--- config.mk ---
export PLATFORM = sky130hd
export DESIGN_NAME = zpu_ctrl_top
export DESIGN_NICKNAME = d
export VERILOG_FILES = /design/src/hw/zpu_ctrl_pkg.sv /design/src/hw/ctrl_regs.sv /design/src/hw/eth_pkt_counter.sv /design/src/hw/readback_mux.sv /design/src/hw/settings_bridge.sv /design/src/hw/sfp_status.sv /design/src/hw/zpu_ctrl_top.sv
export SDC_FILE = /design/constraint.sdc
export NUM_CORES = 1
export LEC_CHECK = 0
export BUFFER_PORTS_ARGS = -buffer_cell sky130_fd_sc_hd__buf_2
export CAP_MARGIN = 0
export CORE_ASPECT_RATIO = 1.2
export CORE_MARGIN = 5
export CORE_UTILIZATION = 54
export CTS_BUF_LIST = sky130_fd_sc_hd__clkbuf_8 sky130_fd_sc_hd__clkbuf_16
export DETAILED_ROUTE_END_ITERATION = 7
export PLACE_DENSITY = 0.81
export SETUP_SLACK_MARGIN = 0.1
export SYNTH_ARGS = -nofsm -noshare
export SYNTH_HDL_FRONTEND = slang
export SYNTH_SLANG_ARGS = --single-unit
--- constraint.sdc ---
create_clock -name clk -period 2.7 [get_ports clk]
set_clock_uncertainty 0.05 [all_clocks]
set_input_delay 0.54 -clock clk [delete_from_list [all_inputs] [get_ports clk]]
set_output_delay 0.54 -clock clk [all_outputs]
set_load 0.1 [all_outputs]
--- src/hw/zpu_ctrl_pkg.sv ---
// Shared definitions for the control and status block
// Register map, identity words and bus structs

package zpu_ctrl_pkg;

   localparam int DW = 32;  // Data word width

   // ------------------------------
   // Bus structs
   // ------------------------------
   typedef struct packed {
      logic          stb;  // One-cycle request
      logic          we;   // High for write
      logic [15:0]   adr;  // Byte address
      logic [DW-1:0] dat;  // Write data
   } bus_req_t;

   typedef struct packed {
      logic          stb;   // One-cycle load strobe
      logic [7:0]    addr;  // Word address
      logic [DW-1:0] data;
   } set_bus_t;

   typedef struct packed {
      logic mod_abs;   // Module absent
      logic tx_fault;
      logic rx_los;    // Loss of signal
   } sfp_pins_t;

   typedef struct packed {
      logic valid;
      logic ready;
      logic last;  // End of packet beat
   } stream_tap_t;

   // ------------------------------
   // Settings addresses
   // ------------------------------
   localparam logic [7:0] SR_SW_RST    = 8'd0;
   localparam logic [7:0] SR_LEDS      = 8'd1;
   localparam logic [7:0] SR_DEBUG     = 8'd2;
   localparam logic [7:0] SR_SFP_CTRL0 = 8'd3;
   localparam logic [7:0] SR_SFP_CTRL1 = 8'd4;

   // Readback addresses
   localparam logic [7:0] RB_COMPAT       = 8'd0;
   localparam logic [7:0] RB_COUNTER      = 8'd1;
   localparam logic [7:0] RB_SFP_STATUS0  = 8'd2;
   localparam logic [7:0] RB_SFP_STATUS1  = 8'd3;
   localparam logic [7:0] RB_BUILD_ID     = 8'd4;
   localparam logic [7:0] RB_ETH0_PKT_CNT = 8'd5;
   localparam logic [7:0] RB_ETH1_PKT_CNT = 8'd6;

   // Identity
   localparam logic [15:0] PRODUCT_ID   = 16'h0230;
   localparam logic [7:0]  COMPAT_MAJOR = 8'd1;
   localparam logic [7:0]  COMPAT_MINOR = 8'd0;
   localparam logic [31:0] BUILD_ID     = 32'h0badc0de;  // Source revision tag

endpackage

--- src/hw/ctrl_regs.sv ---
// Settings-bus register bank
// Soft reset, LEDs, debug word and SFP rate-select drive
`timescale 1ns/1ps

module ctrl_regs #(
   parameter int SB_ADDRW = 8
) (
   input  logic                   clk,
   input  logic                   rst,
   input  zpu_ctrl_pkg::set_bus_t set_bus_i,
   output logic [3:0]             sw_rst_o,
   output logic [15:0]            leds_o,
   output logic [31:0]            debug_o,
   output logic [1:0]             sfp0_rs_drive_o,
   output logic [1:0]             sfp1_rs_drive_o
);

   logic [SB_ADDRW-1:0] addr;     // Decoded part of the settings address
   logic [31:0]         debug_q;  // Debug register before the output stage

   assign addr = set_bus_i.addr[SB_ADDRW-1:0];

   // ------------------------------
   // Register loads
   // ------------------------------
   always_ff @(posedge clk) begin
      if (rst) begin
         sw_rst_o        <= '0;
         leds_o          <= '0;
         debug_q         <= '0;
         sfp0_rs_drive_o <= 2'b00;  // Not driving
         sfp1_rs_drive_o <= 2'b00;
      end else if (set_bus_i.stb) begin
         case (addr)
            SB_ADDRW'(zpu_ctrl_pkg::SR_SW_RST):    sw_rst_o        <= set_bus_i.data[3:0];
            SB_ADDRW'(zpu_ctrl_pkg::SR_LEDS):      leds_o          <= set_bus_i.data[15:0];
            SB_ADDRW'(zpu_ctrl_pkg::SR_DEBUG):     debug_q         <= set_bus_i.data;
            SB_ADDRW'(zpu_ctrl_pkg::SR_SFP_CTRL0): sfp0_rs_drive_o <= set_bus_i.data[1:0];
            SB_ADDRW'(zpu_ctrl_pkg::SR_SFP_CTRL1): sfp1_rs_drive_o <= set_bus_i.data[1:0];
            default: ;  // Unmapped address, nothing loads
         endcase
      end
   end

   // Extra stage toward the analyzer pins
   always_ff @(posedge clk) begin
      if (rst)
         debug_o <= '0;
      else
         debug_o <= debug_q;
   end

endmodule

--- src/hw/eth_pkt_counter.sv ---
// Packet end counter for one Ethernet port
// Counts tx and rx ends, two in a cycle when both end together
`timescale 1ns/1ps

module eth_pkt_counter (
   input  logic                      clk,
   input  logic                      rst,
   input  zpu_ctrl_pkg::stream_tap_t tx_i,
   input  zpu_ctrl_pkg::stream_tap_t rx_i,
   output logic [31:0]               count_o
);

   logic       tx_end;  // Last beat accepted on tx
   logic       rx_end;
   logic [1:0] n_ends;  // Ends this cycle, 0 to 2

   assign tx_end = tx_i.valid & tx_i.ready & tx_i.last;
   assign rx_end = rx_i.valid & rx_i.ready & rx_i.last;
   assign n_ends = {1'b0, tx_end} + {1'b0, rx_end};

   always_ff @(posedge clk) begin
      if (rst)
         count_o <= '0;
      else
         count_o <= count_o + 32'(n_ends);  // Wraps at 2^32
   end

endmodule

--- src/hw/readback_mux.sv ---
// Readback word select with the free-running cycle timer
// Also decodes the SFP flag clears from the read strobe
`timescale 1ns/1ps

module readback_mux #(
   parameter int SB_ADDRW = 8
) (
   input  logic                        clk,
   input  logic                        rst,
   input  logic [SB_ADDRW-1:0]         rb_addr_i,
   input  logic                        rb_rd_stb_i,
   input  logic [5:0]                  sfp0_status_i,
   input  logic [5:0]                  sfp1_status_i,
   input  logic [15:0]                 gmii_status0_i,
   input  logic [15:0]                 gmii_status1_i,
   input  logic [31:0]                 eth0_count_i,
   input  logic [31:0]                 eth1_count_i,
   output logic [zpu_ctrl_pkg::DW-1:0] rb_data_o,
   output logic                        sfp0_clear_o,
   output logic                        sfp1_clear_o
);

   logic [31:0] timer_q;  // Software timer

   always_ff @(posedge clk) begin
      if (rst)
         timer_q <= '0;
      else
         timer_q <= timer_q + 32'd1;
   end

   // ------------------------------
   // Word select
   // ------------------------------
   always_comb begin
      case (rb_addr_i)
         SB_ADDRW'(zpu_ctrl_pkg::RB_COMPAT):
            rb_data_o = {zpu_ctrl_pkg::PRODUCT_ID, zpu_ctrl_pkg::COMPAT_MAJOR,
                         zpu_ctrl_pkg::COMPAT_MINOR};
         SB_ADDRW'(zpu_ctrl_pkg::RB_COUNTER):      rb_data_o = timer_q;
         SB_ADDRW'(zpu_ctrl_pkg::RB_SFP_STATUS0):  rb_data_o = {gmii_status0_i, 10'h0, sfp0_status_i};
         SB_ADDRW'(zpu_ctrl_pkg::RB_SFP_STATUS1):  rb_data_o = {gmii_status1_i, 10'h0, sfp1_status_i};
         SB_ADDRW'(zpu_ctrl_pkg::RB_BUILD_ID):     rb_data_o = zpu_ctrl_pkg::BUILD_ID;
         SB_ADDRW'(zpu_ctrl_pkg::RB_ETH0_PKT_CNT): rb_data_o = eth0_count_i;
         SB_ADDRW'(zpu_ctrl_pkg::RB_ETH1_PKT_CNT): rb_data_o = eth1_count_i;
         default:                                  rb_data_o = '0;  // Unmapped reads zero
      endcase
   end

   // Reading a status word clears its flags at the next edge
   assign sfp0_clear_o = rb_rd_stb_i && (rb_addr_i == SB_ADDRW'(zpu_ctrl_pkg::RB_SFP_STATUS0));
   assign sfp1_clear_o = rb_rd_stb_i && (rb_addr_i == SB_ADDRW'(zpu_ctrl_pkg::RB_SFP_STATUS1));

endmodule

--- src/hw/settings_bridge.sv ---
// Host strobe bus to settings bus and readback strobe
// Fixed one-cycle acknowledge for reads and writes
`timescale 1ns/1ps

module settings_bridge #(
   parameter int SB_ADDRW = 8
) (
   input  logic                           clk,
   input  logic                           rst,
   input  zpu_ctrl_pkg::bus_req_t         bus_req_i,
   input  logic [zpu_ctrl_pkg::DW-1:0]    rb_data_i,
   output zpu_ctrl_pkg::set_bus_t         set_bus_o,
   output logic [SB_ADDRW-1:0]            rb_addr_o,
   output logic                           rb_rd_stb_o,
   output logic                           ack_o,
   output logic [zpu_ctrl_pkg::DW-1:0]    rdata_o
);

   logic [SB_ADDRW-1:0]         word_adr;  // Byte address to word address
   logic                        set_stb_q;
   logic [7:0]                  set_addr_q;
   logic [zpu_ctrl_pkg::DW-1:0] set_data_q;
   logic [SB_ADDRW-1:0]         adr_q;
   logic                        rd_stb_q;
   logic                        ack_q;

   assign word_adr = bus_req_i.adr[2 +: SB_ADDRW];

   // Strobes and ack
   always_ff @(posedge clk) begin
      if (rst) begin
         set_stb_q <= 1'b0;
         rd_stb_q  <= 1'b0;
         ack_q     <= 1'b0;
      end else begin
         set_stb_q <= bus_req_i.stb & bus_req_i.we;
         rd_stb_q  <= bus_req_i.stb & ~bus_req_i.we;
         ack_q     <= bus_req_i.stb;  // Every access acks next cycle
      end
   end

   // Address and data held until the next request
   always_ff @(posedge clk) begin
      if (bus_req_i.stb) begin
         adr_q      <= word_adr;
         set_addr_q <= 8'(word_adr);
         set_data_q <= bus_req_i.dat;
      end
   end

   assign set_bus_o   = '{stb: set_stb_q, addr: set_addr_q, data: set_data_q};
   assign rb_addr_o   = adr_q;
   assign rb_rd_stb_o = rd_stb_q;
   assign ack_o       = ack_q;
   assign rdata_o     = ack_q ? rb_data_i : '0;  // Zero outside the ack cycle

endmodule

--- src/hw/sfp_status.sv ---
// One SFP port's status pins
// Two-stage sync plus sticky change flags, cleared on read
`timescale 1ns/1ps

module sfp_status (
   input  logic                    clk,
   input  logic                    rst,
   input  zpu_ctrl_pkg::sfp_pins_t pins_i,
   input  logic                    clear_i,
   output logic [5:0]              status_o
);

   logic [2:0] sync1_q;  // First stage, may be metastable
   logic [2:0] sync2_q;  // Stable levels
   logic [2:0] chgd_q;   // Sticky change flags

   always_ff @(posedge clk) begin
      if (rst) begin
         sync1_q <= '0;
         sync2_q <= '0;
         chgd_q  <= '0;
      end else begin
         sync1_q <= {pins_i.mod_abs, pins_i.tx_fault, pins_i.rx_los};
         sync2_q <= sync1_q;
         if (clear_i)
            chgd_q <= '0;  // Clear wins over a change this cycle
         else
            chgd_q <= chgd_q | (sync1_q ^ sync2_q);
      end
   end

   assign status_o = {chgd_q, sync2_q};  // Flags over levels

endmodule

--- src/hw/zpu_ctrl_top.sv ---
// Control and status block top level
// Bridge, setting registers, SFP latches, packet counters and readback
`timescale 1ns/1ps

module zpu_ctrl_top #(
   parameter int SB_ADDRW = 8  // Settings and readback word address width
) (
   input  logic                        clk,
   input  logic                        rst,
   // Host bus
   input  zpu_ctrl_pkg::bus_req_t      bus_req_i,
   output logic                        ack_o,
   output logic [zpu_ctrl_pkg::DW-1:0] rdata_o,
   output zpu_ctrl_pkg::set_bus_t      set_bus_o,
   // SFP and PHY status
   input  zpu_ctrl_pkg::sfp_pins_t     sfp0_i,
   input  zpu_ctrl_pkg::sfp_pins_t     sfp1_i,
   input  logic [15:0]                 gmii_status0_i,
   input  logic [15:0]                 gmii_status1_i,
   // Ethernet stream taps
   input  zpu_ctrl_pkg::stream_tap_t   eth0_tx_i,
   input  zpu_ctrl_pkg::stream_tap_t   eth0_rx_i,
   input  zpu_ctrl_pkg::stream_tap_t   eth1_tx_i,
   input  zpu_ctrl_pkg::stream_tap_t   eth1_rx_i,
   // Control outputs
   output logic [3:0]                  sw_rst_o,
   output logic [15:0]                 leds_o,
   output logic [31:0]                 debug_o,
   output logic [1:0]                  sfp0_rs_drive_o,  // Drive-low enables
   output logic [1:0]                  sfp1_rs_drive_o
);

   zpu_ctrl_pkg::set_bus_t      set_bus;
   logic [SB_ADDRW-1:0]         rb_addr;
   logic                        rb_rd_stb;
   logic [zpu_ctrl_pkg::DW-1:0] rb_data;
   logic [5:0]                  sfp0_status, sfp1_status;
   logic                        sfp0_clear, sfp1_clear;
   logic [31:0]                 eth0_count, eth1_count;

   assign set_bus_o = set_bus;  // Settings bus also leaves the block

   // ------------------------------
   // Bus side
   // ------------------------------
   settings_bridge #(.SB_ADDRW(SB_ADDRW)) u_bridge (
      .clk(clk), .rst(rst),
      .bus_req_i(bus_req_i), .rb_data_i(rb_data),
      .set_bus_o(set_bus), .rb_addr_o(rb_addr), .rb_rd_stb_o(rb_rd_stb),
      .ack_o(ack_o), .rdata_o(rdata_o)
   );

   ctrl_regs #(.SB_ADDRW(SB_ADDRW)) u_regs (
      .clk(clk), .rst(rst), .set_bus_i(set_bus),
      .sw_rst_o(sw_rst_o), .leds_o(leds_o), .debug_o(debug_o),
      .sfp0_rs_drive_o(sfp0_rs_drive_o), .sfp1_rs_drive_o(sfp1_rs_drive_o)
   );

   readback_mux #(.SB_ADDRW(SB_ADDRW)) u_rb_mux (
      .clk(clk), .rst(rst),
      .rb_addr_i(rb_addr), .rb_rd_stb_i(rb_rd_stb),
      .sfp0_status_i(sfp0_status), .sfp1_status_i(sfp1_status),
      .gmii_status0_i(gmii_status0_i), .gmii_status1_i(gmii_status1_i),
      .eth0_count_i(eth0_count), .eth1_count_i(eth1_count),
      .rb_data_o(rb_data), .sfp0_clear_o(sfp0_clear), .sfp1_clear_o(sfp1_clear)
   );

   // Status side
   sfp_status u_sfp0 (
      .clk(clk), .rst(rst), .pins_i(sfp0_i), .clear_i(sfp0_clear), .status_o(sfp0_status)
   );

   sfp_status u_sfp1 (
      .clk(clk), .rst(rst), .pins_i(sfp1_i), .clear_i(sfp1_clear), .status_o(sfp1_status)
   );

   eth_pkt_counter u_eth0_cnt (
      .clk(clk), .rst(rst), .tx_i(eth0_tx_i), .rx_i(eth0_rx_i), .count_o(eth0_count)
   );

   eth_pkt_counter u_eth1_cnt (
      .clk(clk), .rst(rst), .tx_i(eth1_tx_i), .rx_i(eth1_rx_i), .count_o(eth1_count)
   );

endmodule

==> impl_metrics.toml, run 1 <==
[final_layout]
finalInstanceArea_um2 = 13900
layout-drive-gt1-share = 0.290
layout_common_cells = "dfxtp_1, buf_2, nand2_1"
finalCoreUtilization = 0.719
syn_to_final_growth_pct = 32.3
layout.cells.non_filler = 1613
layout.cells.most_common = "dfxtp_1"
finish.net_count = 1442
antenna_cells = 0

[setup_path]
end_kind = "output port"
reg2reg_slack_ns = 0.31
timing.critical_path.arrival_ns = 2.42
critPathMaxFanout = 25
worstSetupPathType = "register to output port"
cp_data_required_time_ns = 2.11
timing.reg2reg.worst_path_depth = 7
rr_endpoint = "u_eth1_cnt.count_o[31]"
worstSetupStartpointType = "register"
critical_register_to_register_path_startpoint = "u_eth1_cnt.count_o[0]"

[clocking]
cts-root-buf = "clkbuf_16"
ctsHtreeMaxLevel = 1
numCtsBuffers = 24
clock_sinks = 245
clk_pin_slew_ns = 0.06
clkLatencyLatePin_ns = 0.51
cts-root-to-sink-buffers = 3
cts_tree = "yes"

[logic_synthesis]
asyncSetResetFlopFracSynth = 0
netlist.top_cell.by_area = "dfxtp_1"
synth.top_cells.by_area = "dfxtp_1, edfxtp_1, a21oi_1"
complex_gate_fraction_of_the_synthesized_area = 0.142
synth_top_flop_cell = "dfxtp_1"
synth_seq_area_share = 0.505
synthesis.area_um2 = 10500
synth-edff-count = 40
synthesis.instances = 1102
synth-simple-area-share = 0.219
synth_fp_nets = 1210
netlist.area_leader.share = 0.391
synth_xor_area_frac = 0.0317
syn_avg_cell_area_um2 = 9.53
yosys.cell_types.count = 61
ys_seq_elements = 245
yosys_warnings = 0
synth_fa_ha_area_frac = 0.00858
synth.mux.area_fraction = 0.0564
synth_top_family_by_area = "simple AND/OR/NAND/NOR gates"

[timing]
grt_setup_unrepaired = "yes"
timing.final.crit_period_ns = 3.01
maximum_clock_rate_ghz = 0.332
tightest_slew_ns = 0.707
setup_violations = 32
timing.final.hold_violations = 0
worst_slack_ns = -0.311
hold_ws_ns = 0.150
part_of_the_cycle_the_worst_path_needs = 1.12
finalMaxSlewViolations = 0
timing.setup.tns_ns = -7.98
worst_slew_margin_rel = 0.524

[placement]
gp_congestion = 0.884
numPortBuffers = 223
dp.final_hpwl_mm = 21.0
place_inst = 1552
dpl_worst_slack_ns = 0.0455
area_post_placement_um2 = 12900

[power_and_ir_drop]
power_consumption_mw = 8.01
cellLeakagePower_nw = 5.21
pwr_density_cell_nw_per_um2 = 577
power.ir.vdd_worst_v = 0.000576

[global_route]
gr-usage-all-layers = 0.263
grt.overflow.total = 0
maximum_number_of_pins_on_one_net_before_global_route_repair = 85
grt_pass1_wl_mm = 47.0
grt_pass1_vias = 9194
antenna_found_initial = 1

[drt]
drt-initial-drc-count = 657
vias = 9416
routed_wire_length_per_instance_um = 18.6
route.final.wire_length_mm = 30.0
drt-pass1-iter-count = 5
post_drt_via_cell_ratio = 5.84
drt_drc_violations_left = 0
detail-route-antenna-nets = 0

[outcome]
status = "finished, violations left"
violated_checks = "setup timing"

[min_path]
worstHoldPathType = "input port to register"
timing.hold.worst_endpoint = "u_bridge.rb_rd_stb_o"
hold_path_depth = 2
hold_sp = "bus_req_i[48]"

[flow_run]
drv.max_cap_violation_count = 0

[floorplan]
fp.coreArea_um2 = 19300
floorplan.io_pins = 232
floorplan.die.width_um = 137
initial_core_util = 0.543
core.rowCount = 56
dieArea_um2 = 22300
floorplan.die.height_um = 163
[worst max-delay path by stage]
stage,to,startpoint,cells after the start,slack [ns]
after detailed placement,u_eth1_cnt.count_o[30],eth1_tx_i[0],10,0.05
after floorplan,rdata_o[0],u_bridge.set_addr_q[6],5,-0.73
after CTS,rdata_o[17],u_bridge.set_addr_q[6],6,-0.30
after global routing,rdata_o[29],u_bridge.set_addr_q[6],6,-0.36
after global placement,u_eth1_cnt.count_o[21],eth1_tx_i[0],8,0.07
final,rdata_o[29],u_bridge.set_addr_q[6],6,-0.31
[per-layer routing]
layer | track usage | part of all wire | wire length, um
met5 | 0 | 0 | 0
met2 | 0.463 | 0.50 | 15000
met4 | 0.0903 | 0.033 | 1000
met1 | 0.312 | 0.38 | 11300
met3 | 0.0618 | 0.091 | 2740
[worst max-delay path, stage by stage (launching register included)]
cell      delay (ns)
edfxtp_1        0.40
or4_4           0.58
nor2_4          0.13
nand3_4         0.09
buf_12          0.21
a211oi_4        0.27
buf_12          0.21
[sequential cells by signal (all words and copies together) (netlist names)]
name	flops
u_regs.debug_o	32
u_regs.leds_o	16
u_regs.sfp0_rs_drive_o	2
u_regs.sw_rst_o	4
u_sfp0.sync1_q	3
u_sfp1.sync1_q	3
u_bridge.set_stb_q	1
u_bridge.set_addr_q	8
u_eth0_cnt.count_o	32
u_sfp1.chgd_q	3
u_bridge.rb_rd_stb_o	1
u_sfp0.chgd_q	3
u_regs.sfp1_rs_drive_o	2
u_sfp1.sync2_q	3
u_bridge.ack_o	1
u_bridge.set_data_q	32
u_rb_mux.timer_q	32
u_sfp0.sync2_q	3
u_regs.debug_q	32
u_eth1_cnt.count_o	32
[cell usage after synthesis (all sizes together), types with 2 or more instances]
cell,count
a21oi,93
edfxtp,40
o221a,3
o21ai,23
o41ai,5
o21a,8
nor4,5
nand3,35
buf,17
and4,17
nand2b,4
or3,21
nor2,85
or2,4
nand2,101
o2bb2ai,5
a22oi,18
nor3,6
xnor2,11
mux2i,31
o211ai,2
and3,7
dfxtp,205
fa,2
o22ai,3
or4,31
mux2,25
o31ai,28
a31oi,2
and2,5
a211oi,13
xor2,27
a221oi,17
o311ai,5
clkbuf,55
ha,4
inv,23
nand4,36
and3b,2
nor2b,67
[layout make-up]
type | count | area, um2
well taps | 261 | 327
multi-input cells | 761 | 5210
clock inverters | 19 | 126
inverters | 23 | 86.3
flip-flops and latches | 245 | 5310
repair buffers | 279 | 2220
clock buffers | 25 | 626
fillers | 1349 | 5440
[report_power, final]
group	switching, mW	total, mW	internal (mW)
sequential	0.0665	3.86	3.79
combinational	0.704	0.983	0.279
clock	1.39	3.17	1.78
[cells by family after synthesis]
family | after synthesis
flops | 245
mux | 56
fa+ha+maj | 6
xor+xnor | 38
simple gates | 430
buf+inv | 96
compound gates | 231
[repair_timing]
| item | CTS | global route |
|---|---|---|
| buffers inserted | 10 | 4 |
| pin swaps | 5 | 5 |
| hold buffers | 0 | 0 |
| setup endpoints to repair | 32 | 34 |
| cloned | 3 | 0 |
| gates resized for setup | 11 | 2 |
Power figures use the tool's default switching activity.
==> run 2, diff against run 1 <==
--- a/config.mk
+++ b/config.mk
@@ -12,7 +12,7 @@
 export CORE_UTILIZATION = 54
 export CTS_BUF_LIST = sky130_fd_sc_hd__clkbuf_8 sky130_fd_sc_hd__clkbuf_16
 export DETAILED_ROUTE_END_ITERATION = 7
-export PLACE_DENSITY = 0.81
+export PLACE_DENSITY = 0.86
 export SETUP_SLACK_MARGIN = 0.1
 export SYNTH_ARGS = -nofsm -noshare
 export SYNTH_HDL_FRONTEND = slang
==> run 2 against run 1 <==
Against the previous run: the flow still finishes with violations (setup timing); combinational power decreased by 3.2%; sequential power about the same; final cell count is 0.31% lower; global-route usage rose by 0.29 points; critical endpoint is now rdata_o[2]; fmax increased by 0.12%; first-iteration DRC count up 8.7%; via count up 1.1%; utilization fell by 0.065 points; count of clock-buffer cells in the layout up 7; largest power group unchanged; wire length is 2.5% higher; register-to-register slack improved by 0.03 ns; clock power up 11%.
==> impl_metrics.toml, run 2 (synthesis results as in run 1) <==
[drt]
routed_wire_length_per_instance_um = 19.1
drt-pass1-iter-count = 5
route.final.wire_length_mm = 30.8
detail-route-antenna-nets = 0
vias = 9515
post_drt_via_cell_ratio = 5.92
drt_drc_violations_left = 0
drt-initial-drc-count = 714

[power_and_ir_drop]
power.ir.vdd_worst_v = 0.000620
power_frac_seq = 0.463
pwr_density_cell_nw_per_um2 = 600
combPwrFrac = 0.114
power_switching_share = 0.263
net-switching-power_mw = 2.19
cellLeakagePower_nw = 5.17
internal-power_mw = 6.15
clock_power_share = 0.423

[flow_run]
drv.max_cap_violation_count = 0

[timing]
setup_violations = 32
timing.final.hold_violations = 0
part_of_the_cycle_the_worst_path_needs = 1.11
tightest_slew_ns = 0.730
finalMaxSlewViolations = 0
worst_slew_margin_rel = 0.513
grt_setup_unrepaired = "yes"
maximum_clock_rate_ghz = 0.332
timing.final.crit_period_ns = 3.01
worst_slack_ns = -0.308

[setup_path]
critical_register_to_register_path_startpoint = "u_eth1_cnt.count_o[0]"
rr_endpoint = "u_eth1_cnt.count_o[27]"
reg2reg_slack_ns = 0.34
cp_data_required_time_ns = 2.11
end_kind = "output port"
worstSetupStartpointType = "register"
worstSetupPathType = "register to output port"
timing.critical_path.arrival_ns = 2.42
critPathMaxFanout = 5
timing.reg2reg.worst_path_depth = 7

[global_route]
global_route.usage.met1 = 0.319
gr-max-usage-layer = "met2"
grt_pass1_vias = 9324
grt_pass1_wl_mm = 47.8
maximum_number_of_pins_on_one_net_before_global_route_repair = 95
use_met3 = 0.0627
gr-usage-all-layers = 0.266
antenna_found_initial = 0
grt.overflow.total = 0
use_met2 = 0.464

[clocking]
clock_sinks = 245
cts_tree = "yes"
numCtsBuffers = 24
ctsHtreeMaxLevel = 1
cts-root-buf = "clkbuf_16"
cts_hold_buffers = 0
clk_pin_slew_ns = 0.06
clkLatencyLatePin_ns = 0.51
cts-root-to-sink-buffers = 3

[outcome]
status = "finished, violations left"
violated_checks = "setup timing"

[final_layout]
finalInstanceArea_um2 = 13900
layout.cells.most_common = "dfxtp_1"
layout-drive-gt1-share = 0.292
finalCoreUtilization = 0.718
layout_common_cells = "dfxtp_1, buf_2, nand2_1"
finish.net_count = 1437
syn_to_final_growth_pct = 32.2
antenna_cells = 0
layout.cells.non_filler = 1608

[placement]
area_post_placement_um2 = 12800
dp.final_hpwl_mm = 20.8
gp_congestion = 0.898
numPortBuffers = 223
place_inst = 1551

[floorplan]
core.rowCount = 56
dieArea_um2 = 22300
floorplan.die.width_um = 137
initial_core_util = 0.543
floorplan.io_pins = 232
floorplan.die.height_um = 163
fp.coreArea_um2 = 19300

[min_path]
worstHoldPathType = "input port to register"
timing.hold.worst_endpoint = "u_bridge.rb_rd_stb_o"
hold_path_depth = 2
hold_sp = "bus_req_i[48]"
run 2: changes by cell type in the layout (fill, tap and decap cells not counted), sizes merged, moves of 2 or more:
cell,delta
clkbuf,+8
clkinv,-5
buf,-3
bufbuf,-3
inv,-2
run 2: per-layer routing:
metal / vias up / share of wire / wire [um]
met2: 449 / 0.50 / 15200
met5: - / 0 / 0
met4: 0 / 0.034 / 1050
li1: 4448 / - / -
met3: 82 / 0.087 / 2680
met1: 4536 / 0.38 / 11800
run 2: critical path: stages, from the launching register on:
cell and delay, ns:
edfxtp_1 0.39, or4_4 0.59, nor2_4 0.13, nand3_4 0.12, buf_12 0.17, nor3_4 0.28
buf_12 0.21
run 2: repair_timing:
| action | 4_1_cts | 5_1_grt |
|---|---|---|
| gates resized for setup | 10 | 5 |
| endpoints found under the setup margin | 32 | 33 |
| setup buffers | 8 | 4 |
| pin swaps | 3 | 6 |
| cloned | 0 | 1 |
run 2: through the flow:
stage               power, mW  setup WS (ns)  TNS, ns  hold WS, ns
floorplan                4.58         -0.732   -17.68        0.382
global placement         4.83         0.0954        0        0.387
detailed placement       4.84         0.0464        0        0.393
CTS                      8.37         -0.324    -8.18        0.126
global route             8.59         -0.387   -10.34        0.141
finish                   8.34         -0.308    -8.12        0.143
run 2: area by class of cell:
type	instances	area, um2
fillers	1296	5450
flip-flops and latches	245	5310
clock inverters	12	119
repair buffers	274	2110
well taps	261	327
multi-input cells	761	5210
inverters	23	86.3
clock buffers	32	733
run 2: worst max path at each step:
| stage | from | end | cells after the start | slack [ns] |
|---|---|---|---|---|
| after floorplan | u_bridge.set_addr_q[6] | rdata_o[0] | 5 | -0.73 |
| after global placement | eth1_tx_i[0] | u_eth1_cnt.count_o[31] | 7 | 0.1 |
| after detailed placement | eth1_tx_i[0] | u_eth1_cnt.count_o[31] | 7 | 0.05 |
| after CTS | u_bridge.set_addr_q[6] | rdata_o[23] | 6 | -0.32 |
| after global routing | u_bridge.set_addr_q[6] | rdata_o[26] | 6 | -0.39 |
| final | u_bridge.set_addr_q[6] | rdata_o[2] | 6 | -0.31 |
run 2: power by group through the flow:
stage          Clock (mW)  Sequential (mW)  Combinational [mW]
3_5_place_dp            0             3.94               0.906
4_1_cts              3.58             3.86               0.932
2_1_floorplan           0             4.28               0.306
3_3_place_gp            0             3.93               0.894
6_report             3.52             3.86               0.952
5_1_grt              3.73             3.87               0.996
